## src/ddr_app_pkg.sv

```systemverilog
/* Widths, model timing constants, native command codes and the AXI and
   native request struct types of the AXI to DDR app bridge */
package ddr_app_pkg;

    // ******************** Widths
    localparam int ADDR_W = 29;                         // Native app_addr width
    localparam int DATA_W = 128;                        // One full-width beat
    localparam int STRB_W = DATA_W / 8;                 // Byte lanes per beat
    localparam int ID_W   = 4;
    localparam int LEN_W  = 8;
    localparam int CMD_W  = 3;                          // Width of app_cmd

    // ******************** Native addressing
    localparam int BEAT_STEP  = 8;                      // Native units per 16 byte beat
    localparam int BEAT_SHIFT = $clog2(BEAT_STEP);
    localparam int MEM_WORDS  = 1024;                   // Model depth in beats
    localparam int MEM_IDX_W  = $clog2(MEM_WORDS);

    // ******************** Model timing
    localparam int CALIB_CYCLES = 64;
    localparam int CALIB_W      = $clog2(CALIB_CYCLES + 1);
    localparam int RD_LAT       = 4;                    // Command taken to data valid
    localparam int REF_PERIOD   = 16;                   // One stall cycle per period
    localparam int REF_W        = $clog2(REF_PERIOD);

    // ******************** FIFO sizing
    localparam int FIFO_DEPTH = 8;
    localparam int FIFO_PTR_W = $clog2(FIFO_DEPTH);

    // Native command codes as seen on app_cmd
    localparam logic [CMD_W-1:0] CMD_WR = 3'd0;
    localparam logic [CMD_W-1:0] CMD_RD = 3'd1;

    // Address channel, shared by AW and AR
    typedef struct packed {
        logic [ID_W-1:0]  id;
        logic [31:0]      addr;                         // AXI byte address
        logic [LEN_W-1:0] len;                          // Beats minus one
    } axi_ax_t;

    typedef struct packed {
        logic [DATA_W-1:0] data;
        logic [STRB_W-1:0] strb;
        logic              last;
    } axi_w_t;

    typedef struct packed {
        logic [ID_W-1:0] id;
    } axi_b_t;

    typedef struct packed {
        logic [ID_W-1:0]   id;
        logic [DATA_W-1:0] data;
        logic              last;
    } axi_r_t;

    // One native write beat, mask bit high skips that byte
    typedef struct packed {
        logic [ADDR_W-1:0] addr;
        logic [DATA_W-1:0] data;
        logic [STRB_W-1:0] mask;
    } app_wr_req_t;

    typedef struct packed {
        logic [ADDR_W-1:0] addr;
    } app_rd_req_t;

    // Read data tagged for in-order return inside the read channel
    typedef struct packed {
        logic [ID_W-1:0]   id;
        logic [DATA_W-1:0] data;
        logic              last;
    } rd_beat_t;

endpackage
```

## src/app_cmd_arbiter.sv

```systemverilog
/* Round-robin arbiter between write and read beats onto the native command port */
`timescale 1ns/1ps
module app_cmd_arbiter (
    input  logic                            clock,
    input  logic                            rst_n,
    input  ddr_app_pkg::app_wr_req_t        wr_req,
    input  logic                            wr_req_valid,
    output logic                            wr_req_ready,
    input  ddr_app_pkg::app_rd_req_t        rd_req,
    input  logic                            rd_req_valid,
    output logic                            rd_req_ready,
    output logic [ddr_app_pkg::ADDR_W-1:0]  app_addr,
    output logic [ddr_app_pkg::CMD_W-1:0]   app_cmd,
    output logic                            app_en,
    output logic [ddr_app_pkg::DATA_W-1:0]  app_wdf_data,
    output logic [ddr_app_pkg::STRB_W-1:0]  app_wdf_mask,
    output logic                            app_wdf_wren,
    output logic                            app_wdf_end,
    input  logic                            app_rdy,
    input  logic                            app_wdf_rdy
);
    import ddr_app_pkg::*;

    logic rr_rd;                                        // High gives reads priority
    logic grant_wr;
    logic grant_rd;

    // ******************** Grant
    assign grant_wr = wr_req_valid && (!rd_req_valid || !rr_rd);
    assign grant_rd = rd_req_valid && !grant_wr;

    // A write needs both the command and the write data path
    assign wr_req_ready = grant_wr && app_rdy && app_wdf_rdy;
    assign rd_req_ready = grant_rd && app_rdy;

    // ******************** Native outputs
    assign app_en       = grant_wr || grant_rd;
    assign app_cmd      = grant_wr ? CMD_WR : CMD_RD;
    assign app_addr     = grant_wr ? wr_req.addr : rd_req.addr;
    assign app_wdf_data = wr_req.data;
    assign app_wdf_mask = wr_req.mask;
    assign app_wdf_wren = grant_wr;
    assign app_wdf_end  = grant_wr;                     // Every write is a single beat

    // Pointer flips only when both sides competed and one was served
    always_ff @(posedge clock) begin
        if (!rst_n) begin
            rr_rd <= 1'b0;
        end else if (wr_req_valid && rd_req_valid && (wr_req_ready || rd_req_ready)) begin
            rr_rd <= !rr_rd;
        end
    end

endmodule

```

## config.mk

```make
export PLATFORM = sky130hd
export DESIGN_NAME = app_cmd_arbiter
export DESIGN_NICKNAME = d
export VERILOG_FILES = /design/src/ddr_app_pkg.sv /design/src/app_cmd_arbiter.sv
export SDC_FILE = /design/constraint.sdc
export NUM_CORES = 1
export LEC_CHECK = 0
export BUFFER_PORTS_ARGS = -buffer_cell sky130_fd_sc_hd__buf_2
export CAP_MARGIN = 10
export CORE_AREA = 2 2 151 153
export DETAILED_ROUTE_END_ITERATION = 16
export DIE_AREA = 0 0 153 155
export MAX_ROUTING_LAYER = met4
export PLACE_DENSITY = 0.38
export SLEW_MARGIN = 20
export SYNTH_ARGS = -nofsm -noshare
export SYNTH_HDL_FRONTEND = slang
export SYNTH_SLANG_ARGS = --single-unit
```

## constraint.sdc

```tcl
create_clock -name clock -period 1.5 [get_ports clock]
set_clock_uncertainty 0.15 [all_clocks]
set_input_delay 0.15 -clock clock [delete_from_list [all_inputs] [get_ports clock]]
set_output_delay 0.15 -clock clock [all_outputs]
set_load 0.005 [all_outputs]
```

# After elaboration in Yosys (flattened, before gate mapping)
# Index checks and enable logic that the tools add are counted.
# W data, S select, Z words.
dict set report classes {
  add_sub_neg 0
  n_lt_le_gt_ge 0
  mul 0
  bitwise_logic 0
  n_mux 2
  div_mod_pow 0
  shift 0
  n_reduce_logical 13
  n_eq_ne 0
}
# cell n
set ops {}
lappend ops {{$mux W29} 1}
lappend ops {{$logic_and A1 B1 Y1} 7}
lappend ops {{$logic_not A1 Y1} 3}
lappend ops {{$logic_or A1 B1 Y1} 3}
lappend ops {{$mux W1} 1}
dict set report totals {
  latch_bits 0
  word_cells 16
  romBits 0
  output_inout_bits 181
  mem_bits_rw 0
  inputBits 208
  n_memories 0
  register_bits 1
}

# Logic depth before layout (Yosys ltp)
dict set report depth {
  depth_word 8
  mapped_depth 3
  ltp_nobuf 2
}

# Worst setup path after synthesis
# Ideal clock, no wire load.
dict set report synth_timing {
  kind {register to output}
  from {register rr_rd}
  to {output port app_addr[20] (netlist name)}
  t_arrival_ns 1.040
  stages_incl_launch_ff 4
  n_path_buf 1
  path_slack_ns 0.160
  t_required_ns 1.200
  path_cell_list {dfxtp_1 > a21boi_4 > buf_6 > mux2_2}
}
dict set report synth_between {
  elab_chain_cells 4
}
# item line_no
set synth_rtl {}
lappend synth_rtl {{start: declaration} app_cmd_arbiter.sv:24} ;# logic rr_rd;
lappend synth_rtl {{start signal: assignment} app_cmd_arbiter.sv:50} ;# rr_rd <= !rr_rd;
lappend synth_rtl {{$logic_not A1 Y1} app_cmd_arbiter.sv:29} ;# assign grant_wr = wr_req_valid && (!rd_req_valid || !rr_rd);
lappend synth_rtl {{$logic_or A1 B1 Y1} app_cmd_arbiter.sv:29}
lappend synth_rtl {{$logic_and A1 B1 Y1} app_cmd_arbiter.sv:29}
lappend synth_rtl {{named net app_wdf_end} app_cmd_arbiter.sv:18} ;# output logic app_wdf_end,
lappend synth_rtl {{$mux W29} app_cmd_arbiter.sv:39} ;# assign app_addr = grant_wr ? wr_req.addr : rd_req.addr;
lappend synth_rtl {{end: declaration} app_cmd_arbiter.sv:12} ;# output logic [ddr_app_pkg::ADDR_W-1:0] app_addr,
# The timed path passes the listed nets, and every way through them passes these cells.

# Worst setup path in the final report
dict set report layout_timing {
  from {register rr_rd}
  to {output port app_addr[13] (netlist name)}
}
dict set report layout_between {
  elab_chain_cells 4
}
# item line_no
set layout_rtl {}
lappend layout_rtl {{$logic_not A1 Y1} app_cmd_arbiter.sv:29}
lappend layout_rtl {{$logic_or A1 B1 Y1} app_cmd_arbiter.sv:29}
lappend layout_rtl {{$logic_and A1 B1 Y1} app_cmd_arbiter.sv:29}
lappend layout_rtl {{$mux W29} app_cmd_arbiter.sv:39}
# No other way between the ends.

==> run metrics <==
NumNets Final=356; RSZ-0062 raised after global routing=yes; CP Class=flip-flop to output pin; FF+latch count, synth=1; Worst EP arrival=1180 ps; remaining global-route overflow=0; met2 Track Usage GR=0.0720; Final period util=0.988; met3 Resource Use GR=0.0228; vias per cell=2.19; Synth top area share=0.707; min-delay src=wr_req[20]; initial antenna violation count=0; VDD IR-drop max=0.0514 mV; worst path bufs/invs=2; Slew Viols, Final=0; Post-Place Worst Slack=9.29 ps; pin count of the biggest net entering global routing=22; outcome=completed; R2R depth=3; CP Data Required Time=1200 ps; first-pass GRT wire length=6130 µm; Mapped Area=1560 µm²; layout cells sized above 1=0.904; Clock Latency Late Sink=0 ps; flop2flop setup slack=550 ps; die area=23700 µm²; max incr delay on CP=370 ps; number of global-route vias before repair=955; Hold WC Path Type=input port to output pin; drt pass-1 iters=2; Reg-to-Reg Start=rr_rd; Gate Count Post-Synth=192; met1 Use GR=0.0141; Max stage delay cell, worst path=mux2_2; Critical Path Sink Type=output pin; post-synth cell types=15; Routed Antenna Nets=0; global placer's final weighted congestion=0.579; busiest grt layer=met2; average wire per standard cell=11.7 µm; starting density of the core=0.0703; WHS Endpoint=app_wdf_data[4]; Post-CTS Setup Bufs=0; commonest non-fill, non-tap cells in the layout=buf_2 (98), mux2_2 (27), buf_4 (3); crit path time final=1480 ps; DPL Wire Length=4610 µm; Die Ht=155 µm; ANT cells=0; Crit path max-delay family=multiplexers; Synth warnings=0; Biggest register=rr_rd; hold path depth=0; max cap viols=0; post-synth top area cell=buf_4; Critical Path Start Type=flip-flop; CP Cell Sequence=a21boi_4 -> buf_12 -> mux2_2 -> buf_2; Initial DRC Count=13; I/O Buffers=98; top achievable clock speed=675 MHz; Max FO, Critical Path=21; number of flip-flops in the largest register=1; worst setup path start=rr_rd; most common cell after layout, fill and taps aside=buf_2; Top Registers=rr_rd: 1 flops; P&R area growth vs syn=-14.9%; Final Worst Setup Slack=17.8 ps; cell row count=55; routed via count=942; Synth area leaders=buf_4 (71%), mux2_2 (19%), buf_6 (2.2%), mux2_1 (1.4%), dfxtp_1 (1.3%); IO Count=389; Final setup viols=0; total power=0.319 mW; leak pwr=0.585 nW; Final Hold Viols=0; # hold bufs at CTS=0; gr usage total=0.0363; Core ar.=22200 µm²; DR DRC count=0; mean post-synth cell area=8.13 µm²; die width=153 µm; post-synthesis sequential area ratio=0.0128; total wire length=5030 µm; reg2reg end=rr_rd; PwrDens=240 nW/µm²; clock-pin slew on the worst setup and hold paths=0 ps
[cell usage after synthesis]
| cell | number |
|---|---|
| a21boi_4 | 1 |
| a21oi_1 | 1 |
| and3_1 | 1 |
| buf_4 | 147 |
| buf_6 | 3 |
| conb_1 | 1 |
| dfxtp_1 | 1 |
| inv_1 | 2 |
| mux2_1 | 2 |
| mux2_2 | 27 |
| mux2i_1 | 1 |
| nand2_1 | 2 |
| nand3_1 | 1 |
| nand3b_1 | 1 |
| or2_2 | 1 |
[final cells by class]
type	instances	area [µm²]
fill	2627	20900
multi-input combinational	40	400
inverter	2	7.51
tap	285	357
sequential	1	20.0
timing repair buffer	103	544
[worst max path at each step]
| stage | to | slack [ps] | cells past startpoint |
|---|---|---|---|
| finish | app_addr[13] | 20 | 4 |
| floorplan | app_addr[20] | 160 | 3 |
| global route | app_addr[13] | -10 | 4 |
| detailed placement | app_addr[7] | 9 | 4 |
| CTS | app_addr[7] | 9 | 4 |
| global placement | app_addr[7] | 10 | 4 |
[worst register-to-register path, stage by stage (launching register included)]
cell and delay (ps):
dfxtp_1 310, buf_4 140, nand3b_1 150, mux2i_1 130
[layer usage]
layer	wire, µm	part of all wire	vias to the layer above
met2	2620	0.52	151
met1	808	0.16	362
met3	992	0.20	64
met4	614	0.12	0
met5	0	0	-
li1	-	-	365
[power breakdown]
part	switching, mW	internal [mW]	leakage [nW]
Combinational	0.109	0.181	0.577
Clock	0	0	0
Sequential	0.000864	0.0281	0.00812
Total	0.110	0.209	0.585
[repair_timing]
action                                  in CTS  in global routing
endpoints found under the setup margin       0                 12
hold endpoints to repair                     0                  0
resized for setup                            0                  1
[cell families after synthesis]
family,share of synthesized area
AND/OR/NAND/NOR,0.0208
AO/OA/AOI/OAI,0.0152
multiplexers,0.216
buffers and inverters,0.733
other,0.00240
flip-flops,0.0128
[per-stage QoR]
step	cells	util	setup TNS, ps	hold WS, ps	instance area, µm²
2_1_floorplan	193	-	0	151	1570
3_3_place_gp	431	0.0596	0	150	1330
3_5_place_dp	431	0.0596	0	150	1330
4_1_cts	431	0.0596	0	150	1330
5_1_grt	431	0.0598	-26.9	150	1330
6_report	431	0.0598	0	150	1330
(Power assumes the default switching activity.)
