===== src/ddr_app_pkg.sv =====
/* Widths, model timing constants, native command codes and the AXI and
   native request struct types of the AXI to DDR app bridge */
package ddr_app_pkg;

    // ******************** Widths
    localparam int ADDR_W = 29;                         // Native app_addr width
    localparam int DATA_W = 128;                        // One full-width beat
    localparam int STRB_W = DATA_W / 8;                 // Byte lanes per beat
    localparam int ID_W   = 4;
    localparam int LEN_W  = 8;
    localparam int CMD_W  = 3;                          // Width of app_cmd

    // ******************** Native addressing
    localparam int BEAT_STEP  = 8;                      // Native units per 16 byte beat
    localparam int BEAT_SHIFT = $clog2(BEAT_STEP);
    localparam int MEM_WORDS  = 1024;                   // Model depth in beats
    localparam int MEM_IDX_W  = $clog2(MEM_WORDS);

    // ******************** Model timing
    localparam int CALIB_CYCLES = 64;
    localparam int CALIB_W      = $clog2(CALIB_CYCLES + 1);
    localparam int RD_LAT       = 4;                    // Command taken to data valid
    localparam int REF_PERIOD   = 16;                   // One stall cycle per period
    localparam int REF_W        = $clog2(REF_PERIOD);

    // ******************** FIFO sizing
    localparam int FIFO_DEPTH = 8;
    localparam int FIFO_PTR_W = $clog2(FIFO_DEPTH);

    // Native command codes as seen on app_cmd
    localparam logic [CMD_W-1:0] CMD_WR = 3'd0;
    localparam logic [CMD_W-1:0] CMD_RD = 3'd1;

    // Address channel, shared by AW and AR
    typedef struct packed {
        logic [ID_W-1:0]  id;
        logic [31:0]      addr;                         // AXI byte address
        logic [LEN_W-1:0] len;                          // Beats minus one
    } axi_ax_t;

    typedef struct packed {
        logic [DATA_W-1:0] data;
        logic [STRB_W-1:0] strb;
        logic              last;
    } axi_w_t;

    typedef struct packed {
        logic [ID_W-1:0] id;
    } axi_b_t;

    typedef struct packed {
        logic [ID_W-1:0]   id;
        logic [DATA_W-1:0] data;
        logic              last;
    } axi_r_t;

    // One native write beat, mask bit high skips that byte
    typedef struct packed {
        logic [ADDR_W-1:0] addr;
        logic [DATA_W-1:0] data;
        logic [STRB_W-1:0] mask;
    } app_wr_req_t;

    typedef struct packed {
        logic [ADDR_W-1:0] addr;
    } app_rd_req_t;

    // Read data tagged for in-order return inside the read channel
    typedef struct packed {
        logic [ID_W-1:0]   id;
        logic [DATA_W-1:0] data;
        logic              last;
    } rd_beat_t;

endpackage

===== src/axi_wr_channel.sv =====
/* AXI write channel, splits AW/W bursts into native write beats and returns B */
`timescale 1ns/1ps
module axi_wr_channel (
    input  logic                     clock,
    input  logic                     rst_n,
    input  ddr_app_pkg::axi_ax_t     aw,
    input  logic                     aw_valid,
    output logic                     aw_ready,
    input  ddr_app_pkg::axi_w_t      w,
    input  logic                     w_valid,
    output logic                     w_ready,
    output ddr_app_pkg::axi_b_t      b,
    output logic                     b_valid,
    input  logic                     b_ready,
    output ddr_app_pkg::app_wr_req_t wr_req,
    output logic                     wr_req_valid,
    input  logic                     wr_req_ready
);
    import ddr_app_pkg::*;

    axi_ax_t           aw_head;                         // Oldest queued burst
    logic              aw_head_valid;
    logic              aw_pop;
    logic              active;                          // A burst is being walked
    logic [ADDR_W-1:0] cur_addr;
    logic [ID_W-1:0]   cur_id;
    logic              beat_fire;

    // ******************** AW queue
    ddr_fifo #(
        .payload_t (axi_ax_t)
    ) u_aw_fifo (
        .clock     (clock),
        .rst_n     (rst_n),
        .in_data   (aw),
        .in_valid  (aw_valid),
        .in_ready  (aw_ready),
        .out_data  (aw_head),
        .out_valid (aw_head_valid),
        .out_ready (aw_pop)
    );

    // Next burst starts only once the previous B has been taken
    assign aw_pop = !active && !b_valid;

    // W beats pass straight through while a burst is active
    assign wr_req_valid = active && w_valid;
    assign w_ready      = active && wr_req_ready;
    assign wr_req       = '{addr: cur_addr, data: w.data, mask: ~w.strb};
    assign beat_fire    = wr_req_valid && wr_req_ready;
    assign b            = '{id: cur_id};

    // ******************** Burst engine
    always_ff @(posedge clock) begin
        if (!rst_n) begin
            active  <= 1'b0;
            b_valid <= 1'b0;
        end else begin
            if (aw_head_valid && aw_pop) begin
                active <= 1'b1;
            end else if (beat_fire && w.last) begin
                active  <= 1'b0;                        // Last beat taken by the arbiter
                b_valid <= 1'b1;
            end
            if (b_valid && b_ready) b_valid <= 1'b0;
        end
    end

    // Address and id carry no reset
    always_ff @(posedge clock) begin
        if (aw_head_valid && aw_pop) begin
            cur_addr <= aw_head.addr[ADDR_W:1];         // Byte address over two
            cur_id   <= aw_head.id;
        end else if (beat_fire) begin
            cur_addr <= cur_addr + ADDR_W'(BEAT_STEP);
        end
    end

endmodule


===== src/ddr_fifo.sv =====
/* Synchronous valid/ready FIFO, circular buffer with a type parameter payload */
`timescale 1ns/1ps
module ddr_fifo #(
    parameter type payload_t = logic
) (
    input  logic     clock,
    input  logic     rst_n,
    input  payload_t in_data,
    input  logic     in_valid,
    output logic     in_ready,
    output payload_t out_data,
    output logic     out_valid,
    input  logic     out_ready
);
    import ddr_app_pkg::*;

    payload_t              mem [FIFO_DEPTH];            // Storage, no reset needed
    logic [FIFO_PTR_W-1:0] wr_ptr;
    logic [FIFO_PTR_W-1:0] rd_ptr;
    logic [FIFO_PTR_W:0]   count;                       // One extra bit to hold FIFO_DEPTH
    logic                  push;
    logic                  pop;

    assign in_ready  = (count != FIFO_DEPTH);           // Not full
    assign out_valid = (count != 0);                    // Not empty
    assign out_data  = mem[rd_ptr];                     // Head is always visible
    assign push      = in_valid && in_ready;
    assign pop       = out_valid && out_ready;

    // ******************** Pointers and count
    always_ff @(posedge clock) begin
        if (!rst_n) begin
            wr_ptr <= '0;
            rd_ptr <= '0;
            count  <= '0;
        end else begin
            if (push) wr_ptr <= wr_ptr + 1'b1;          // Depth is a power of two so it wraps
            if (pop) rd_ptr <= rd_ptr + 1'b1;
            case ({push, pop})
                2'b10:   count <= count + 1'b1;
                2'b01:   count <= count - 1'b1;
                default: count <= count;                // Both or neither leave it unchanged
            endcase
        end
    end

    always_ff @(posedge clock) begin
        if (push) mem[wr_ptr] <= in_data;
    end

endmodule


===== config.mk =====
export PLATFORM = sky130hd
export DESIGN_NAME = axi_wr_channel
export DESIGN_NICKNAME = d
export VERILOG_FILES = /design/src/ddr_app_pkg.sv /design/src/axi_wr_channel.sv /design/src/ddr_fifo.sv
export SDC_FILE = /design/constraint.sdc
export NUM_CORES = 1
export LEC_CHECK = 0
export BUFFER_PORTS_ARGS = -buffer_cell sky130_fd_sc_hd__buf_2
export CAP_MARGIN = 0
export CORE_MARGIN = 4
export CORE_UTILIZATION = 45
export DETAILED_ROUTE_END_ITERATION = 8
export MAX_ROUTING_LAYER = met4
export PLACE_DENSITY = 0.7
export RECOVER_POWER = 100
export SETUP_SLACK_MARGIN = 0.2
export SYNTH_ARGS = -nofsm -noshare
export SYNTH_HDL_FRONTEND = slang
export SYNTH_SLANG_ARGS = --single-unit

===== constraint.sdc =====
create_clock -name clock -period 4.25 [get_ports clock]
set_input_delay 0.2125 -clock clock [delete_from_list [all_inputs] [get_ports clock]]
set_output_delay 0.2125 -clock clock [all_outputs]
set_load 0.05 [all_outputs]

# After elaboration in Yosys (flattened, before gate mapping)
# Memory sizes are Yosys's and may differ from the RTL's. A register that Yosys moved wholly into a read port is not among the register bits.
# Cells that the tools add are included.
[classes]
n_addsub = 5
n_mul = 0
div_mod_pow = 0
n_lt_le_gt_ge = 0
n_eq_ne = 3
n_shift = 0
muxes = 9
bitwise = 3
reduce_logical = 16
[op_table]
columns = ["operator", "n"]
rows = [
  ["two-way mux 29 bit", 2],
  ["adder 29 x 4 -> 29 bit, second input constant", 1],
  ["inverter 16 bit", 1],
  ["logical AND 1 bit", 8],
  ["one-hot mux 4 bit (2 select lines)", 1],
  ["adder 3 x 1 -> 3 bit, second input constant", 2],
  ["two-way mux 3 bit", 2],
  ["nonzero test 2 bit", 3],
  ["adder 4 x 1 -> 4 bit, second input constant", 1],
  ["two-way mux 1 bit", 4],
  ["inequality test 4 bit, second input constant", 1],
  ["nonzero test 4 bit", 1],
  ["subtractor 4 x 1 -> 4 bit, second input constant", 1],
  ["== test 2 x 1 -> 1 bit, second input constant", 1],
  ["== test 2 bit, second input constant", 1],
  ["logical NOT 1 bit", 2],
  ["inverter 1 bit", 2],
  ["AND reduction 2 bit", 1],
  ["OR reduction 2 bit", 1],
]
[word_totals]
regBits = 45
latch_bits = 0
ram_bits = 352
mem_bits_ro = 0
output_inout_bits = 181
n_memories = 1
[mem_list]
columns = ["memory", "depth", "width", "rd", "rd_ports_with_merged_regs", "write_ports", "line_no", "source"]
rows = [
  ["u_aw_fifo.mem", 8, 44, 1, 1, 1, "ddr_fifo.sv:17", "payload_t mem [FIFO_DEPTH];"],
]

# Depth between registers and ports, before layout
[logic_depth]
word_depth = 5
mapped_depth = 11

# Hierarchy
# Synthesis repeated with hierarchy kept, for this count alone.
[unflattened]
hier_cells = 921
area_unflattened_um2 = 16933.7
[by_module_without_submodules]
columns = ["mod", "instances", "cells_per_inst", "area_per_inst_um2", "seq_area_each_um2"]
rows = [
  ["ddr_fifo", 1, 583, 13944.6, 10830.4],
  ["axi_wr_channel", 1, 338, 2989.1, 1031.0],
]

# Worst setup path after synthesis
# Ideal clock, no wire load.
[synth_timing]
path_kind = "register to register"
startpoint = "register u_aw_fifo.count[1]"
endpoint = "memory u_aw_fifo.mem[0][10] in the netlist's numbering, enable pin"
setup_ns = 0.464
arrival_ns = 3.854
slack_ns = -0.069
stages_incl_launch_ff = 7
n_path_buf = 2
synth_period_minus_slack_ns = 4.319
cell_sequence = "dfxtp_1 -> buf_6 -> or4b_1 -> clkbuf_1 -> nand2_1 -> or2_1 -> nor3_1"
[synth_between]
elab_chain_cells = 4
[synth_lines]
columns = ["item", "line_no", "source"]
rows = [
  ["start: declaration", "ddr_fifo.sv:20", "logic [FIFO_PTR_W:0] count;"],
  ["start signal: assignment", "ddr_fifo.sv:40", "2'b10: count <= count + 1'b1;"],
  ["start signal: assignment", "ddr_fifo.sv:41", "2'b01: count <= count - 1'b1;"],
  ["start signal: assignment", "ddr_fifo.sv:42", "default: count <= count;"],
  ["inequality test 4 bit", "ddr_fifo.sv:24", "assign in_ready = (count != FIFO_DEPTH);"],
  ["named net aw_ready", "axi_wr_channel.sv:8", "output logic aw_ready,"],
  ["logical AND 1 bit", "ddr_fifo.sv:27", "assign push = in_valid && in_ready;"],
  ["two-way mux 1 bit", "ddr_fifo.sv:48", "if (push) mem[wr_ptr] <= in_data;"],
  ["two-way mux 1 bit (implied by the code)", "ddr_fifo.sv:48", ""],
  ["end: declaration", "ddr_fifo.sv:17", ""],
]
# The timed path passes the listed nets, and every way through them passes these cells.

# Worst setup path in the final report
[layout_timing]
startpoint = "register u_aw_fifo.count[1]"
endpoint = "memory u_aw_fifo.mem[6][30] in the netlist's numbering, enable pin"
[layout_between]
elab_chain_cells = 4
[layout_lines]
columns = ["item", "line_no"]
rows = [
  ["inequality test 4 bit", "ddr_fifo.sv:24"],
  ["logical AND 1 bit", "ddr_fifo.sv:27"],
  ["two-way mux 1 bit", "ddr_fifo.sv:48"],
  ["two-way mux 1 bit (implied by the code)", "ddr_fifo.sv:48"],
]
# Every way passes these cells.

==> report_table.html <==
<table>
<tr><th>Metric</th><th>Value</th></tr>
<tr><th colspan="2">Clock network</th></tr>
<tr><td>Root buffer selected by CTS</td><td>sky130_fd_sc_hd__clkbuf_16</td></tr>
<tr><td>Reg clk slew, reported paths</td><td>0.06 ns</td></tr>
<tr><td>CTS tree</td><td>done</td></tr>
<tr><td>CTS max path bufs</td><td>3</td></tr>
<tr><td>Number of clock sinks</td><td>312</td></tr>
<tr><td>Postcts setup bufs</td><td>0</td></tr>
<tr><td>CTS Buf Count</td><td>29</td></tr>
<tr><td>Clock insertion delay at the later pin of the skew report</td><td>0.55 ns</td></tr>
<tr><td># H-tree levels</td><td>1</td></tr>
<tr><th colspan="2">Setup path</th></tr>
<tr><td>Delay of the slowest cell on the worst path</td><td>0.99 ns</td></tr>
<tr><td>Critical path's top delay family</td><td>simple AND/OR/NAND/NOR gates</td></tr>
<tr><td>Crit path required time</td><td>4.40 ns</td></tr>
<tr><td>Cell count of the worst reg-to-reg path</td><td>5</td></tr>
<tr><td>Combined buffer and inverter count along the critical path</td><td>1</td></tr>
<tr><td>Crit path arrival time</td><td>3.41 ns</td></tr>
<tr><td>Crit end category</td><td>flip-flop</td></tr>
<tr><td>Critical path depth in cells</td><td>5</td></tr>
<tr><td>Worst Path Class, Setup</td><td>flip-flop to flip-flop</td></tr>
<tr><td>CP Launch Type</td><td>flip-flop</td></tr>
<tr><td>Cells along the critical path</td><td>or4b_1 &gt; nand2_1 &gt; or2_0 &gt; nor2_4 &gt; clkbuf_1</td></tr>
<tr><td>Crit-path max FO</td><td>17</td></tr>
<tr><td>Crit-path slowest cell</td><td>sky130_fd_sc_hd__clkbuf_1</td></tr>
<tr><th colspan="2">Power and ir drop</th></tr>
<tr><td>Clock group share of total power</td><td>0.282</td></tr>
<tr><td>Combinational power share</td><td>0.270</td></tr>
<tr><td>Switch Pwr</td><td>0.00317 W</td></tr>
<tr><td>Sequential cell fraction of total power</td><td>0.448</td></tr>
<tr><td>Peak supply drop</td><td>0.000564 V</td></tr>
<tr><td>Power density over the cells</td><td>645 nW/um^2</td></tr>
<tr><td>Static Leak</td><td>4.66 nW</td></tr>
<tr><td>Cell Int Power</td><td>0.00635 W</td></tr>
<tr><td>Switching part of the total power</td><td>0.333</td></tr>
<tr><th colspan="2">Synthesis</th></tr>
<tr><td>Count of yosys warnings during synthesis</td><td>0</td></tr>
<tr><td>Distinct cells, synth</td><td>46</td></tr>
<tr><td>Share of the synthesized area in the top cell type</td><td>0.662</td></tr>
<tr><td>EDFF count, synth</td><td>297</td></tr>
<tr><td>Synth Register Bits</td><td>312</td></tr>
<tr><td>Post-Synthesis Cells</td><td>789</td></tr>
<tr><td>Largest cells by area after synthesis</td><td>sky130_fd_sc_hd__edfxtp_1, sky130_fd_sc_hd__mux4_2, sky130_fd_sc_hd__buf_4</td></tr>
<tr><td>Portion of the post-synthesis area used by sequential elements</td><td>0.684</td></tr>
<tr><td>Area of the mapped netlist</td><td>13,500 sq um</td></tr>
<tr><td>Library cell with the largest summed area after synthesis</td><td>sky130_fd_sc_hd__edfxtp_1</td></tr>
<tr><td>Post-Synthesis Net Count</td><td>990</td></tr>
<tr><td>Async SR Flop Fraction</td><td>0</td></tr>
<tr><td>Leading post-synthesis cells by instance count</td><td>sky130_fd_sc_hd__edfxtp_1, sky130_fd_sc_hd__buf_4, sky130_fd_sc_hd__mux4_2</td></tr>
<tr><td>Main flop type after synthesis</td><td>sky130_fd_sc_hd__edfxtp_1</td></tr>
<tr><td>Avg Cell Area, Syn</td><td>17.1 sq um</td></tr>
<tr><td>Dominant cell by count in the synthesized netlist</td><td>sky130_fd_sc_hd__edfxtp_1</td></tr>
<tr><th colspan="2">STA</th></tr>
<tr><td>Number of slew-limit violations in the final report</td><td>113</td></tr>
<tr><td>Min Clock Period, post-route</td><td>3.27 ns</td></tr>
<tr><td>Worst slew pin tran</td><td>1.74 ns</td></tr>
<tr><td>Sum of negative setup slack</td><td>0 ns</td></tr>
<tr><td>Final clock period utilization by the worst path</td><td>0.769</td></tr>
<tr><td>Clock Skews</td><td>0.0229 ns</td></tr>
<tr><td>Count of endpoints failing setup in the final report</td><td>0</td></tr>
<tr><td>Number of hold violations in the final report</td><td>0</td></tr>
<tr><td>RSZ-0062 raised after global routing</td><td>no</td></tr>
<tr><td>Max-Slew Margin vs Limit</td><td>-0.163</td></tr>
<tr><td>Fmax</td><td>306 MHz</td></tr>
<tr><th colspan="2">Routing</th></tr>
<tr><td>Pre-Repair DR Iteration Count</td><td>5</td></tr>
<tr><td>DRC violation count after routing</td><td>0</td></tr>
<tr><td>Via count</td><td>6,791</td></tr>
<tr><td>Avg WL per Cell</td><td>30.2 um</td></tr>
<tr><td>Number of routed nets with antenna violations</td><td>0</td></tr>
<tr><td>Total wirelength of the detailed-routed design</td><td>37.2 mm</td></tr>
<tr><td>Drt via density</td><td>5.50</td></tr>
<tr><td>DR iter-0 viols</td><td>423</td></tr>
<tr><th colspan="2">Outcome</th></tr>
<tr><td>Violated checks</td><td>capacitance limit, slew limit</td></tr>
<tr><td>Outcome</td><td>complete, but fails checks</td></tr>
<tr><th colspan="2">Placement</th></tr>
<tr><td>Placement Cell Area</td><td>13,600 sq um</td></tr>
<tr><td>Routability cong.</td><td>0.968</td></tr>
<tr><td>HPWL after detailed placement</td><td>27.4 mm</td></tr>
<tr><td>Count of input and output buffers</td><td>108</td></tr>
<tr><th colspan="2">Finish</th></tr>
<tr><td>Register area</td><td>9220 sq um</td></tr>
<tr><td>Final-layout fill cell count</td><td>2,446</td></tr>
<tr><td>Combined area of the multi-input logic cells</td><td>3070 sq um</td></tr>
<tr><td>Fraction of final layout cells sized beyond drive strength 1</td><td>0.186</td></tr>
<tr><td>Final cell area excluding filler cells</td><td>14,800 sq um</td></tr>
<tr><td>Post-Route Utilization</td><td>0.499</td></tr>
<tr><td>Nets@finish</td><td>1,021</td></tr>
<tr><td>Area overhead of the layout relative to synthesis</td><td>9.45%</td></tr>
<tr><th colspan="2">Global route</th></tr>
<tr><td>Met2 capacity usage during global routing</td><td>0.392</td></tr>
<tr><td>Aggregate global-route resource usage</td><td>0.228</td></tr>
<tr><td>Met3 Use GR</td><td>0.164</td></tr>
<tr><td>Number of antenna violations at the first check in global routing</td><td>1</td></tr>
<tr><td>Global routing usage on met1</td><td>0.207</td></tr>
<tr><td>Number of global-route vias before repair</td><td>6,842</td></tr>
<tr><td>Peak-usage layer in the global routing report</td><td>met2</td></tr>
<tr><td>Pin count of the biggest net entering global routing</td><td>56</td></tr>
<tr><td>Wire length of the first global-routing pass</td><td>52.1 mm</td></tr>
<tr><td>Overall overflow remaining after global route</td><td>0</td></tr>
<tr><th colspan="2">Die</th></tr>
<tr><td>Initial cell density of the core</td><td>0.456</td></tr>
<tr><td>Width of the chip</td><td>181 um</td></tr>
<tr><td>I/O pin count</td><td>376</td></tr>
<tr><td>Die Area</td><td>32,800 sq um</td></tr>
<tr><td>Area of the core</td><td>29,600 sq um</td></tr>
<tr><td>Number of standard-cell rows in the floorplan</td><td>63</td></tr>
<tr><td>Die height</td><td>181 um</td></tr>
<tr><th colspan="2">Run</th></tr>
<tr><td>Number of max-cap violations</td><td>3</td></tr>
<tr><th colspan="2">Min path</th></tr>
<tr><td>Cells on Worst Hold Path</td><td>4</td></tr>
<tr><td>Class of the tightest hold or removal check</td><td>input pin to flip-flop</td></tr>
</table>
## per-layer routing
layer,share of wire,routed length [um]
met4,0.013,476
met5,0,0
met1,0.29,10800
met2,0.52,19400
met3,0.17,6510
## power by group through the flow
stage / Sequential [W] / Combinational, W / Clock, W
3_5_place_dp: 0.00431 / 0.00263 / 0
5_1_grt: 0.00431 / 0.00277 / 0.00288
3_3_place_gp: 0.00429 / 0.00261 / 0
2_1_floorplan: 0.00468 / 0.00186 / 0
6_report: 0.00426 / 0.00257 / 0.00269
4_1_cts: 0.00425 / 0.00267 / 0.00274
## worst min-delay path, cell delays in order
cell                      delay, ns
sky130_fd_sc_hd__buf_2         0.09
sky130_fd_sc_hd__nand3_1       0.10
sky130_fd_sc_hd__a21oi_1       0.07
sky130_fd_sc_hd__nor2_1        0.07
## area by class of cell
| type | count | area share |
|---|---|---|
| Antenna cell | 1 | 0.000170 |
| Clock buffer | 35 | 0.0507 |
| Clock inverter | 19 | 0.0169 |
| Inverter | 21 | 0.00534 |
| Multi-Input combinational cell | 295 | 0.208 |
| Sequential cell | 312 | 0.625 |
| Tap cell | 390 | 0.0331 |
| Timing Repair Buffer | 161 | 0.0609 |
## cell usage in the layout, fill, tap and decap left out, types with 6 or more instances in the layout
master	count
sky130_fd_sc_hd__buf_4	6
sky130_fd_sc_hd__nand3_1	17
sky130_fd_sc_hd__bufinv_16	6
sky130_fd_sc_hd__a21oi_1	14
sky130_fd_sc_hd__buf_2	22
sky130_fd_sc_hd__nand2_1	19
sky130_fd_sc_hd__o21ai_0	9
sky130_fd_sc_hd__inv_1	21
sky130_fd_sc_hd__dlygate4sd3_1	36
sky130_fd_sc_hd__nor2b_1	19
sky130_fd_sc_hd__clkbuf_16	29
sky130_fd_sc_hd__ha_1	6
sky130_fd_sc_hd__clkbuf_1	100
sky130_fd_sc_hd__nor2_1	15
sky130_fd_sc_hd__o31ai_1	9
sky130_fd_sc_hd__a31oi_1	13
sky130_fd_sc_hd__clkinv_2	6
sky130_fd_sc_hd__dfxtp_1	13
sky130_fd_sc_hd__or4_1	13
sky130_fd_sc_hd__mux2i_1	12
sky130_fd_sc_hd__a211oi_1	19
sky130_fd_sc_hd__edfxtp_1	297
sky130_fd_sc_hd__mux4_2	65
sky130_fd_sc_hd__xor2_1	12
## path summary, 6_finish.rpt
path | start | endpoint | slack (ns)
worst max-delay path | u_aw_fifo.count[1] | u_aw_fifo.mem[6][30] | 0.98
worst min-delay path | w[0] | active | 0.05
worst max register to register | u_aw_fifo.count[1] | u_aw_fifo.mem[6][30] | 0.98
worst min register to register | u_aw_fifo.count[3] | u_aw_fifo.count[3] | 0.49
## metrics by stage
stage	std cells	setup slack, ns	hold slack, ns	total power [W]
after floorplan	789	0.833	0.311	0.00654
after global placement	1143	1.55	0.425	0.00690
after detailed placement	1143	1.55	0.425	0.00694
after CTS	1233	1.56	0.0307	0.00965
after global routing	1234	0.696	0.0429	0.00996
final	1234	0.983	0.0479	0.00952
## what timing repair did
item | CTS | global route
hold buffers | 36 | 0
endpoints found under the setup margin | 0 | 0
resized for setup | 0 | 0
endpoints found under the hold margin | 267 | 0
## state kept, by name, indices dropped and copies added, names as in the netlist, named ones only
name,flops
active,1
b,4
u_aw_fifo.mem,264
b_valid,1
u_aw_fifo.count,4
u_aw_fifo.rd_ptr,3
cur_addr,29
u_aw_fifo.wr_ptr,3
## cell families after synthesis
| family | after synthesis | share of synthesized area |
|---|---|---|
| mux | 83 | 0.124 |
| compound gates | 71 | 0.0342 |
| buf+inv | 182 | 0.0925 |
| simple gates | 120 | 0.0504 |
| flops | 312 | 0.684 |
| fa+ha+maj | 6 | 0.00557 |
| xor+xnor | 15 | 0.00975 |
No activity file was read; power rests on OpenSTA's default activity.
