**src/ddr_app_pkg.sv**
```systemverilog
/* Widths, model timing constants, native command codes and the AXI and
   native request struct types of the AXI to DDR app bridge */
package ddr_app_pkg;

    // ******************** Widths
    localparam int ADDR_W = 29;                         // Native app_addr width
    localparam int DATA_W = 128;                        // One full-width beat
    localparam int STRB_W = DATA_W / 8;                 // Byte lanes per beat
    localparam int ID_W   = 4;
    localparam int LEN_W  = 8;
    localparam int CMD_W  = 3;                          // Width of app_cmd

    // ******************** Native addressing
    localparam int BEAT_STEP  = 8;                      // Native units per 16 byte beat
    localparam int BEAT_SHIFT = $clog2(BEAT_STEP);
    localparam int MEM_WORDS  = 1024;                   // Model depth in beats
    localparam int MEM_IDX_W  = $clog2(MEM_WORDS);

    // ******************** Model timing
    localparam int CALIB_CYCLES = 64;
    localparam int CALIB_W      = $clog2(CALIB_CYCLES + 1);
    localparam int RD_LAT       = 4;                    // Command taken to data valid
    localparam int REF_PERIOD   = 16;                   // One stall cycle per period
    localparam int REF_W        = $clog2(REF_PERIOD);

    // ******************** FIFO sizing
    localparam int FIFO_DEPTH = 8;
    localparam int FIFO_PTR_W = $clog2(FIFO_DEPTH);

    // Native command codes as seen on app_cmd
    localparam logic [CMD_W-1:0] CMD_WR = 3'd0;
    localparam logic [CMD_W-1:0] CMD_RD = 3'd1;

    // Address channel, shared by AW and AR
    typedef struct packed {
        logic [ID_W-1:0]  id;
        logic [31:0]      addr;                         // AXI byte address
        logic [LEN_W-1:0] len;                          // Beats minus one
    } axi_ax_t;

    typedef struct packed {
        logic [DATA_W-1:0] data;
        logic [STRB_W-1:0] strb;
        logic              last;
    } axi_w_t;

    typedef struct packed {
        logic [ID_W-1:0] id;
    } axi_b_t;

    typedef struct packed {
        logic [ID_W-1:0]   id;
        logic [DATA_W-1:0] data;
        logic              last;
    } axi_r_t;

    // One native write beat, mask bit high skips that byte
    typedef struct packed {
        logic [ADDR_W-1:0] addr;
        logic [DATA_W-1:0] data;
        logic [STRB_W-1:0] mask;
    } app_wr_req_t;

    typedef struct packed {
        logic [ADDR_W-1:0] addr;
    } app_rd_req_t;

    // Read data tagged for in-order return inside the read channel
    typedef struct packed {
        logic [ID_W-1:0]   id;
        logic [DATA_W-1:0] data;
        logic              last;
    } rd_beat_t;

endpackage
```
**src/axi_rd_channel.sv**
```systemverilog
/* AXI read channel, credit-limited beat requests, an in-order tag queue and
   the R data buffer */
`timescale 1ns/1ps
module axi_rd_channel (
    input  logic                             clock,
    input  logic                             rst_n,
    input  ddr_app_pkg::axi_ax_t             ar,
    input  logic                             ar_valid,
    output logic                             ar_ready,
    output ddr_app_pkg::axi_r_t              r,
    output logic                             r_valid,
    input  logic                             r_ready,
    output ddr_app_pkg::app_rd_req_t         rd_req,
    output logic                             rd_req_valid,
    input  logic                             rd_req_ready,
    input  logic [ddr_app_pkg::DATA_W-1:0]   app_rd_data,
    input  logic                             app_rd_data_valid
);
    import ddr_app_pkg::*;

    logic              busy;                            // Burst still issuing beats
    logic [ADDR_W-1:0] cur_addr;
    logic [ID_W-1:0]   cur_id;
    logic [LEN_W-1:0]  beats_left;                      // Beats after the current one
    logic [FIFO_PTR_W:0] credits;                       // Beats issued and not yet popped as R
    logic              req_fire;
    logic              r_fire;
    rd_beat_t          tag_in;
    rd_beat_t          tag_head;
    rd_beat_t          beat_in;
    rd_beat_t          beat_out;

    assign ar_ready     = !busy;
    assign rd_req_valid = busy && (credits != FIFO_DEPTH);  // A data FIFO slot is reserved
    assign rd_req       = '{addr: cur_addr};
    assign req_fire     = rd_req_valid && rd_req_ready;
    assign r_fire       = r_valid && r_ready;

    // ******************** Tag queue
    // Tags carry no data, only the id and last flag for each issued beat
    assign tag_in = '{id: cur_id, data: '0, last: (beats_left == '0)};

    ddr_fifo #(
        .payload_t (rd_beat_t)
    ) u_tag_fifo (
        .clock     (clock),
        .rst_n     (rst_n),
        .in_data   (tag_in),
        .in_valid  (req_fire),
        .in_ready  (),                                  // Credits bound the tag count too
        .out_data  (tag_head),
        .out_valid (),
        .out_ready (app_rd_data_valid)                  // One tag per returned beat
    );

    // ******************** Data buffer
    assign beat_in = '{id: tag_head.id, data: app_rd_data, last: tag_head.last};

    ddr_fifo #(
        .payload_t (rd_beat_t)
    ) u_data_fifo (
        .clock     (clock),
        .rst_n     (rst_n),
        .in_data   (beat_in),
        .in_valid  (app_rd_data_valid),
        .in_ready  (),                                  // Never full when data returns
        .out_data  (beat_out),
        .out_valid (r_valid),
        .out_ready (r_ready)
    );

    assign r = '{id: beat_out.id, data: beat_out.data, last: beat_out.last};

    // ******************** Burst splitter and credits
    always_ff @(posedge clock) begin
        if (!rst_n) begin
            busy    <= 1'b0;
            credits <= '0;
        end else begin
            if (ar_valid && ar_ready) busy <= 1'b1;
            else if (req_fire && beats_left == '0) busy <= 1'b0;
            case ({req_fire, r_fire})
                2'b10:   credits <= credits + 1'b1;
                2'b01:   credits <= credits - 1'b1;
                default: credits <= credits;
            endcase
        end
    end

    always_ff @(posedge clock) begin
        if (ar_valid && ar_ready) begin
            cur_addr   <= ar.addr[ADDR_W:1];            // Native address is byte address over two
            cur_id     <= ar.id;
            beats_left <= ar.len;
        end else if (req_fire) begin
            cur_addr   <= cur_addr + ADDR_W'(BEAT_STEP);
            beats_left <= beats_left - 1'b1;
        end
    end

endmodule

```
**src/ddr_fifo.sv**
```systemverilog
/* Synchronous valid/ready FIFO, circular buffer with a type parameter payload */
`timescale 1ns/1ps
module ddr_fifo #(
    parameter type payload_t = logic
) (
    input  logic     clock,
    input  logic     rst_n,
    input  payload_t in_data,
    input  logic     in_valid,
    output logic     in_ready,
    output payload_t out_data,
    output logic     out_valid,
    input  logic     out_ready
);
    import ddr_app_pkg::*;

    payload_t              mem [FIFO_DEPTH];            // Storage, no reset needed
    logic [FIFO_PTR_W-1:0] wr_ptr;
    logic [FIFO_PTR_W-1:0] rd_ptr;
    logic [FIFO_PTR_W:0]   count;                       // One extra bit to hold FIFO_DEPTH
    logic                  push;
    logic                  pop;

    assign in_ready  = (count != FIFO_DEPTH);           // Not full
    assign out_valid = (count != 0);                    // Not empty
    assign out_data  = mem[rd_ptr];                     // Head is always visible
    assign push      = in_valid && in_ready;
    assign pop       = out_valid && out_ready;

    // ******************** Pointers and count
    always_ff @(posedge clock) begin
        if (!rst_n) begin
            wr_ptr <= '0;
            rd_ptr <= '0;
            count  <= '0;
        end else begin
            if (push) wr_ptr <= wr_ptr + 1'b1;          // Depth is a power of two so it wraps
            if (pop) rd_ptr <= rd_ptr + 1'b1;
            case ({push, pop})
                2'b10:   count <= count + 1'b1;
                2'b01:   count <= count - 1'b1;
                default: count <= count;                // Both or neither leave it unchanged
            endcase
        end
    end

    always_ff @(posedge clock) begin
        if (push) mem[wr_ptr] <= in_data;
    end

endmodule

```
**config.mk**
```make
export PLATFORM = sky130hd
export DESIGN_NAME = axi_rd_channel
export DESIGN_NICKNAME = d
export VERILOG_FILES = /design/src/ddr_app_pkg.sv /design/src/axi_rd_channel.sv /design/src/ddr_fifo.sv
export SDC_FILE = /design/constraint.sdc
export NUM_CORES = 1
export LEC_CHECK = 0
export BUFFER_PORTS_ARGS = -buffer_cell sky130_fd_sc_hd__buf_2
export CAP_MARGIN = 30
export CORE_MARGIN = 4
export CORE_UTILIZATION = 35
export DETAILED_ROUTE_END_ITERATION = 10
export PLACE_DENSITY = 0.57
export RECOVER_POWER = 100
export SLEW_MARGIN = 20
export SYNTH_ARGS = -nofsm -noshare
export SYNTH_HDL_FRONTEND = slang
export SYNTH_SLANG_ARGS = --single-unit
```
**constraint.sdc**
```tcl
create_clock -name clock -period 35.3 [get_ports clock]
set_clock_uncertainty 0.2 [all_clocks]
set_input_delay 5.295 -clock clock [delete_from_list [all_inputs] [get_ports clock]]
set_output_delay 5.295 -clock clock [all_outputs]
set_load 0.01 [all_outputs]
```
Word-level counts from Yosys, hierarchy flattened --
Memories as Yosys holds them, arrays and structs flattened. A register that Yosys moved wholly into a read port is not among the register bits. Index checks and enable logic that the tools add are counted.
Storage, ports and cells: flip-flop bits (word level) 66, RAM bits 1104, input bits 178, output and inout port bits 165, logic and storage cells 68, memories 2
Cells by class: $add $sub $neg 12, equality and inequality tests 9, mux-type cells 17, reduce and logical (&&, ||, !) cells 17
Memories:
- u_data_fifo.mem | depth 8, width 133, rd ports 1, clocked after memory_dff 1, wr ports 1, line ddr_fifo.sv:17 | payload_t mem [FIFO_DEPTH];
- u_tag_fifo.mem | depth 8, width 5, rd ports 1, clocked after memory_dff 1, wr ports 1, line ddr_fifo.sv:17
Operator list (number):
- two-way mux 29 bit | 2
- adder 29 x 4 -> 29 bit, second input constant | 1
- one-hot mux 4 bit (2 select lines) | 3
- two-way mux 8 bit | 2
- adder 3 x 1 -> 3 bit, second input constant | 4
- adder 4 x 1 -> 4 bit, second input constant | 3
- two-way mux 3 bit | 4
- != test 4 bit, second input constant | 3
- subtractor 4 x 1 -> 4 bit, second input constant | 3
- nonzero test 2 bit | 5
- logical AND 1 bit | 8
- zero test 8 bit | 1
- nonzero test 4 bit | 2
- subtractor 8 x 1 -> 8 bit, second input constant | 1
- equality test 2 x 1 -> 1 bit, second input constant | 3
- equality test 2 bit, second input constant | 3
- two-way mux 1 bit | 6
- zero test 1 bit | 1

Longest topological paths before layout --
Gate-level depths: netlist of the first run.
depth in word-level cells 6, gate-level depth with buffers 10, depth with buffers taken out 10

By module --
Synthesis of the first run repeated with hierarchy kept, for this count alone.
Second synthesis, totals: cells, all modules 3481, area, all modules 83780.4 um^2
By module, submodules not included:
- ddr_fifo | instances 2, cells an instance 1612, area an instance 40611.4 um^2, sequential area each 32210.9 um^2
- axi_rd_channel | instances 1, cells an instance 257, area an instance 2557.5 um^2, sequential area each 1331.3 um^2

Least setup slack after synthesis of the first run --
No wires, ideal clock.
path kind input port to flip-flop, start in app_rd_data_valid, end mem u_data_fifo.mem[1][0] (netlist name), enable pin, library setup time 789 ps, data arrival time 14708 ps, required time 34311 ps, slack 19604 ps, cell stages on the path 3, path buffers 0, cell sequence o21ai_1 or2_2 nor3_1
Between the ends: word-level cells in the longest chain between the ends 3
Ends and longest elaborated chain:
- start: declaration | line axi_rd_channel.sv:17 | input logic app_rd_data_valid
- logical AND 1 bit | line ddr_fifo.sv:27 | assign push = in_valid && in_ready;
- two-way mux 1 bit | line ddr_fifo.sv:48 | if (push) mem[wr_ptr] <= in_data;
- two-way mux 1 bit (implied by the code) | line ddr_fifo.sv:48
- end: declaration | line ddr_fifo.sv:17
No other way between the ends.

==> results of run 1 <==
## final cells by class
| cell class | count | share of cell area |
|---|---|---|
| Clock buffer | 144 | 0.0599 |
| Tap cell | 1662 | 0.0398 |
| Clock inverter | 82 | 0.0140 |
| Inverter | 16 | 0.00115 |
| Sequential cell | 1176 | 0.671 |
| Timing Repair Buffer | 370 | 0.0293 |
| Antenna cell | 7 | 0.000336 |
| Multi-Input combinational cell | 715 | 0.185 |
## worst register-to-register path: cells and delay by family (launching register included)
family / cells / cell delay, ps
AND/OR/NAND/NOR: 3 / 710
flip-flops: 1 / 420
buffers and inverters: 1 / 6100
AO/OA/AOI/OAI: 1 / 210
## cells in the final DEF (no fill, tap or decap), types with 14 or more instances in the layout
cell type / Yosys / final
sky130_fd_sc_hd__nand2_1: 47 / 47
sky130_fd_sc_hd__a21oi_1: 14 / 14
sky130_fd_sc_hd__nor2_1: 49 / 49
sky130_fd_sc_hd__mux2_1: 0 / 22
sky130_fd_sc_hd__ha_1: 16 / 16
sky130_fd_sc_hd__mux4_2: 276 / 276
sky130_fd_sc_hd__clkinv_1: 0 / 33
sky130_fd_sc_hd__mux2_2: 138 / 116
sky130_fd_sc_hd__dfxtp_1: 31 / 29
sky130_fd_sc_hd__clkinv_2: 0 / 25
sky130_fd_sc_hd__inv_1: 15 / 16
sky130_fd_sc_hd__clkbuf_1: 58 / 317
sky130_fd_sc_hd__buf_2: 28 / 70
sky130_fd_sc_hd__xor2_1: 20 / 20
sky130_fd_sc_hd__edfxtp_1: 1145 / 1145
sky130_fd_sc_hd__o21ai_0: 35 / 36
sky130_fd_sc_hd__clkbuf_16: 0 / 121
## flip-flops by register name, indices dropped and copies added (netlist names), named ones only
register	flops
u_data_fifo.mem	1064
u_tag_fifo.count	4
u_data_fifo.count	4
beats_left	8
cur_id	4
u_tag_fifo.wr_ptr	3
rd_req	29
u_tag_fifo.mem	40
u_data_fifo.wr_ptr	3
busy	1
u_data_fifo.rd_ptr	3
credits	4
u_tag_fifo.rd_ptr	3
## metal layers
metal	routed length (um)	share of wire	up-vias
li1	-	-	9201
met1	40500	0.41	11100
met2	48600	0.50	564
met3	6490	0.066	148
met4	2020	0.021	12
met5	103	0.0011	-
## final timing paths
kind                                       end  cells past startpoint
max                                      r[82]                      7
min          u_data_fifo.count[3]$_SDFFE_PN0P_                      2
max reg2reg   u_data_fifo.mem[0][52]$_DFFE_PP_                      5
min reg2reg  u_data_fifo.count[3]$_SDFFE_PN0P_                      2
## stage by stage
stage                     hold WS, ps   util
after floorplan                   246      -
after global placement            264  0.383
after detailed placement          277  0.383
after CTS                         285  0.413
after global routing              316  0.409
final                             279  0.409
## cells by family after synthesis
| group | count (synthesis) |
|---|---|
| flip-flops | 1176 |
| multiplexers | 422 |
| AND/OR/NAND/NOR | 173 |
| buffers and inverters | 108 |
| AO/OA/AOI/OAI | 70 |
| XOR/XNOR | 33 |
| adder cells (fa/ha/maj) | 17 |
## power groups by stage
stage / logic, mW / clock network [mW] / registers [mW]
3_5_place_dp: 0.545 / 0 / 1.68
6_report: 0.520 / 1.22 / 1.66
4_1_cts: 0.547 / 1.26 / 1.65
2_1_floorplan: 0.366 / 0 / 1.67
3_3_place_gp: 0.533 / 0 / 1.67
5_1_grt: 0.569 / 1.32 / 1.67
==> impl_metrics.json, run 1 <==
{
  "power.share.combinational": 0.153,
  "dieWidth_um": 367,
  "layout-drive-gt1-share": 0.260,
  "syn_area_per_cell_um2": 22.6,
  "clk_pin_slew_worst_paths_ps": 60,
  "clock_sink_count": 1176,
  "p_leak_nw": 15.9,
  "cts_buffers": 120,
  "yosys.area_share.adder": 0.00488,
  "core.rowCount": 131,
  "use_met2": 0.244,
  "setup_crit_path_kind": "reg2out",
  "cp_slowest_cell": "sky130_fd_sc_hd__clkbuf_1",
  "grt_pass1_wl_um": 147000,
  "tritoncts_clock_tree": "built",
  "maximum_number_of_pins_on_one_net_before_global_route_repair": 157,
  "num-fill-cells": 11300,
  "multi_input_area_um2": 9640,
  "largest_vdd_supply_drop_uv": 44.0,
  "final_antenna_net_count": 0,
  "fin_total_pwr_mw": 3.41,
  "initial_core_util": 0.353,
  "buffer_type_at_the_clock_tree_root": "sky130_fd_sc_hd__clkbuf_16",
  "netlist_top_cells_area": "sky130_fd_sc_hd__edfxtp_1 76%, sky130_fd_sc_hd__mux4_2 14%, sky130_fd_sc_hd__mux2_2 3.4%",
  "count_of_flip_flops_with_a_built_in_enable_after_synthesis": 1145,
  "yosys_register_bits": 1176,
  "route.final.wire_length_um": 97700,
  "drv_slew": 1426,
  "grt.met3_usage": 0.0385,
  "synthesis.area_um2": 45100,
  "slew-limit-headroom": -4.86,
  "final.setup.worst_slack_ps": 17800,
  "cp.arrival_ps": 12010,
  "globalRouteMet1Util": 0.186,
  "grt_remaining_overflow": 0,
  "synth_top_area_cell": "sky130_fd_sc_hd__edfxtp_1",
  "synthSimpleGateAreaFrac": 0.0196,
  "port_buffers": 339,
  "number_of_antenna_violations_at_the_first_check_in_global_routing": 13,
  "maxCapViolations": 25,
  "first_global_vias": 22800,
  "final_net_count": 2594,
  "critical_path.endpoint_type": "primary output",
  "synthMuxAreaShare": 0.174,
  "power_report.internal_total_mw": 2.58,
  "post_cts_resized": 0,
  "clk_latency_ps": 730,
  "clockBufferDepth": 3,
  "gpl.final_weighted_congestion": 0.814,
  "dpl.hpwl_um": 52400,
  "dpl-instance-area_um2": 48900,
  "detailroute.via_count": 21000,
  "finalSetupViolations": 0,
  "path_max_fanout": 39,
  "compound_gate_portion_of_the_synthesized_area": 0.00874,
  "post_cts.repair.setup_buffers": 0,
  "grt_busiest_layer": "met2",
  "time_the_final_worst_path_needs_with_i_o_delays_and_setup_ps": 17500,
  "synth_top_area_share": 0.763,
  "post-route-drc-count": 0,
  "power_density_nw_per_um2": 65.3,
  "synth_sequential_area_ratio": 0.776,
  "critical-path-max-stage-delay_ps": 2560,
  "synthesis.instances": 1999,
  "placeableCoreArea_um2": 128000,
  "failed_checks": "max-capacitance violations, max-slew violations",
  "groute.usage.overall": 0.145,
  "regArea_um2": 35000,
  "r2r_setup_slk_ps": 26790,
  "synthDistinctLibCells": 48,
  "detailedPlace.worstSlack_ps": 25350,
  "critical-path-top-delay-family": "buffers and inverters",
  "final_cell_area_um2": 52200,
  "finalCritPeriodShare": 0.496,
  "finalSetupTns_ps": 0,
  "switching_power_uw": 828,
  "critical-path-top-cell-by-count": "sky130_fd_sc_hd__clkbuf_1",
  "drt_first_iter_violations": 1457,
  "grt_setup_unrepaired": "false",
  "post_synth_xor_area_fraction": 0.00641,
  "synth.top_cells.by_count": "1,145 x sky130_fd_sc_hd__edfxtp_1, 276 x sky130_fd_sc_hd__mux4_2, 138 x sky130_fd_sc_hd__mux2_2",
  "place.detailed.instances": 3937,
  "io_pins": 343,
  "die_h_um": 367,
  "cp_num_buf_inv": 5,
  "synth_top_family_by_area": "multiplexers",
  "power.clock.fraction": 0.359,
  "postSynthNetCount": 2194,
  "flow.area_growth_from_synthesis_pct": 15.8,
  "critical_path.cell_chain": "clkbuf_1 > clkbuf_1 > clkbuf_1 > clkbuf_1 > mux4_2 > mux2_1 > buf_2",
  "cts_max_level": 3,
  "critical_path.startpoint_type": "register",
  "rr_startpoint": "u_data_fifo.count[0]$_SDFFE_PN0P_",
  "vias_per_cell": 5.04,
  "ys.warnings.count": 0,
  "pwr-share-seq": 0.488,
  "fmax_mhz": 57.1,
  "die-area_um2": 135000,
  "data_required_time_of_the_critical_path_ps": 29800,
  "timing.final.hold_violations": 0,
  "worst_pin_slew_ps": 8790,
  "run_status": "complete, but fails checks",
  "drt-wirelength-per-cell_um": 23.4,
  "post-synth-top-count-cell": "sky130_fd_sc_hd__edfxtp_1",
  "final-instance-count-excl-fill": 4172,
  "cts.hold.buffers_added": 0,
  "async_reset_ff_frac": 0,
  "holdCritPathClass": "reg2reg",
  "most_common_flop_cell_mapped_by_yosys": "sky130_fd_sc_hd__edfxtp_1",
  "dr.pass1.iters": 4,
  "sw_frac_of_total": 0.243,
  "critical_hold_path_startpoint": "u_data_fifo.count[3]$_SDFFE_PN0P_"
}
(Power assumes the default switching activity.)
==> inputs of run 2 (changes only) <==
==> constraint.sdc (replaced) <==
create_clock -name clock -period 16.5 [get_ports clock]
set_clock_uncertainty 0.2 [all_clocks]
set_input_delay 2.475 -clock clock [delete_from_list [all_inputs] [get_ports clock]]
set_output_delay 2.475 -clock clock [all_outputs]
set_load 0.01 [all_outputs]
==> run 2 against run 1 <==
  * The flow still finishes with violations (max-capacitance violations, max-slew violations)
  * Flip-flop and latch count stayed put
  * Worst setup slack lost 11000 ps
  * Final cell count grew 0.31%
  * Utilization grew 0.16 points
  * Largest cell class unchanged
==> impl_metrics.json, run 2 (synthesis results as in run 1) <==
{
  "run_status": "complete, but fails checks",
  "failed_checks": "max-capacitance violations, max-slew violations",
  "largest_vdd_supply_drop_uv": 96.8,
  "clk_pin_slew_worst_paths_ps": 60,
  "clock_sink_count": 1176,
  "detailedPlace.worstSlack_ps": 10140,
  "port_buffers": 339,
  "finalCritPeriodShare": 0.589,
  "critical_path.endpoint_type": "primary output",
  "slew-limit-headroom": -1.75,
  "clk_latency_ps": 730,
  "dpl-instance-area_um2": 48900,
  "sw_frac_of_total": 0.246,
  "worst_hold_slack_ps": 283,
  "fin_total_pwr_mw": 7.31,
  "number_of_antenna_violations_at_the_first_check_in_global_routing": 17,
  "post_cts.repair.setup_buffers": 0,
  "r2r_setup_slk_ps": 8650,
  "time_the_final_worst_path_needs_with_i_o_delays_and_setup_ps": 9720,
  "drv_slew": 1251,
  "holdCritPathClass": "reg2reg",
  "whs_path_depth": 2,
  "final_cell_area_um2": 52400,
  "finalSetupViolations": 0,
  "core.rowCount": 131,
  "placeableCoreArea_um2": 128000,
  "final_net_count": 2605,
  "r2r-end": "u_data_fifo.mem[5][83]$_DFFE_PP_",
  "die_h_um": 367,
  "power.clock.fraction": 0.364,
  "gpl.final_weighted_congestion": 0.814,
  "cp_slowest_cell": "sky130_fd_sc_hd__clkbuf_1",
  "cts.hold.buffers_added": 0,
  "io_pins": 343,
  "power.share.combinational": 0.153,
  "grt_remaining_overflow": 0,
  "tritoncts_clock_tree": "built",
  "first_global_vias": 22800,
  "final.setup.worst_slack_ps": 6780,
  "critical_hold_path_startpoint": "u_data_fifo.count[3]$_SDFFE_PN0P_",
  "drt_first_iter_violations": 1398,
  "layout-drive-gt1-share": 0.261,
  "data_required_time_of_the_critical_path_ps": 13820,
  "die-area_um2": 135000,
  "final_antenna_net_count": 0,
  "critical_path.cell_chain": "clkbuf_1 > clkbuf_1 > buf_12 > mux4_2 > mux2_1 > buf_2",
  "p_leak_nw": 16.0,
  "final_core_util": 0.410,
  "grt_setup_unrepaired": "false",
  "hold-path-endpoint": "u_data_fifo.count[3]$_SDFFE_PN0P_",
  "cts_max_level": 3,
  "finalSetupTns_ps": 0,
  "post_cts_resized": 0,
  "path_max_fanout": 34,
  "groute.usage.overall": 0.147,
  "detailroute.via_count": 21200,
  "power_report.internal_total_mw": 5.51,
  "critical_path.startpoint_type": "register",
  "number_of_flip_flops_in_the_largest_register": 1064,
  "route.final.wire_length_um": 99200,
  "maxCapViolations": 29,
  "flow.area_growth_from_synthesis_pct": 16.2,
  "drt-wirelength-per-cell_um": 23.7,
  "dr.pass1.iters": 5,
  "layout_commonest_cell": "sky130_fd_sc_hd__edfxtp_1",
  "place.detailed.instances": 3944,
  "commonest_cells_after_routing_fill_and_taps_aside": "1,145 x sky130_fd_sc_hd__edfxtp_1, 323 x sky130_fd_sc_hd__clkbuf_1, 276 x sky130_fd_sc_hd__mux4_2",
  "rr_startpoint": "u_data_fifo.count[0]$_SDFFE_PN0P_",
  "grt_pass1_wl_um": 148000,
  "cts_buffers": 121,
  "largest_register": "u_data_fifo.mem",
  "critical-path-max-stage-delay_ps": 2130,
  "critical-path-top-cell-by-count": "sky130_fd_sc_hd__clkbuf_1",
  "worst_pin_slew_ps": 4120,
  "buffer_type_at_the_clock_tree_root": "sky130_fd_sc_hd__clkbuf_16",
  "initial_core_util": 0.353,
  "timing.reg2reg.worst_path_depth": 6,
  "switching_power_mw": 1.80,
  "pwr-share-seq": 0.483,
  "vias_per_cell": 5.06,
  "dieWidth_um": 367,
  "timing.final.hold_violations": 0,
  "maximum_number_of_pins_on_one_net_before_global_route_repair": 147,
  "setup_crit_path_kind": "reg2out",
  "final-instance-count-excl-fill": 4185,
  "fmax_mhz": 103,
  "clockBufferDepth": 3,
  "dpl.hpwl_um": 54700,
  "power_density_nw_per_um2": 139,
  "cp.arrival_ps": 7040,
  "post-route-drc-count": 0
}
[run 2: cell count changes in the layout (fill, tap and decap cells not counted), moves of 5 or more]
| cell | previous run | this run |
|---|---|---|
| sky130_fd_sc_hd__clkbuf_1 | 317 | 323 |
| sky130_fd_sc_hd__clkinv_2 | 25 | 20 |
| sky130_fd_sc_hd__mux2_1 | 22 | 27 |
| sky130_fd_sc_hd__mux2_2 | 116 | 111 |
| sky130_fd_sc_hd__nor2_1 | 49 | 44 |
| sky130_fd_sc_hd__nor2_4 | 0 | 5 |
[run 2: layout make-up]
cell class / count / area [um^2]
clock buffer: 146 / 3140
clock inverter: 84 / 786
antenna: 6 / 15.0
multi-input combinational: 715 / 9680
timing repair buffer: 380 / 1620
fill: 11200 / 75300
sequential: 1176 / 35000
tap: 1662 / 2080
inverter: 16 / 60.1
[run 2: power groups by stage]
| stage | Combinational [mW] | Sequential [mW] | Clock [mW] |
|---|---|---|---|
| 2_1_floorplan | 0.784 | 3.58 | 0 |
| 3_3_place_gp | 1.14 | 3.59 | 0 |
| 3_5_place_dp | 1.17 | 3.59 | 0 |
| 4_1_cts | 1.18 | 3.53 | 2.74 |
| 5_1_grt | 1.22 | 3.55 | 2.88 |
| 6_report | 1.12 | 3.53 | 2.66 |
[run 2: worst max path at each step]
stage / start / end / slack, ps / cells after the start
2_1_floorplan: app_rd_data_valid / u_data_fifo.mem[1][0]$_DFFE_PP_ / 3620 / 3
3_3_place_gp: register / r[125] / 9940 / 5
3_5_place_dp: register / r[125] / 10140 / 6
4_1_cts: register / r[125] / 9280 / 6
5_1_grt: register / r[67] / 5690 / 6
6_report: register / r[67] / 6780 / 6
[run 2: worst max-delay path, delay by kind of cell, from the launching register on]
kind	cells	cell delay [ps]
buffers and inverters	4	4120
flip-flops	1	1240
multiplexers	2	850
[run 2: metal layers]
layer	GRT usage	up-vias	wire length [um]
met2	0.246	564	49400
met1	0.187	11200	41400
li1	-	9226	-
met5	0	-	92
met4	0.0448	14	2210
met3	0.0382	153	6060
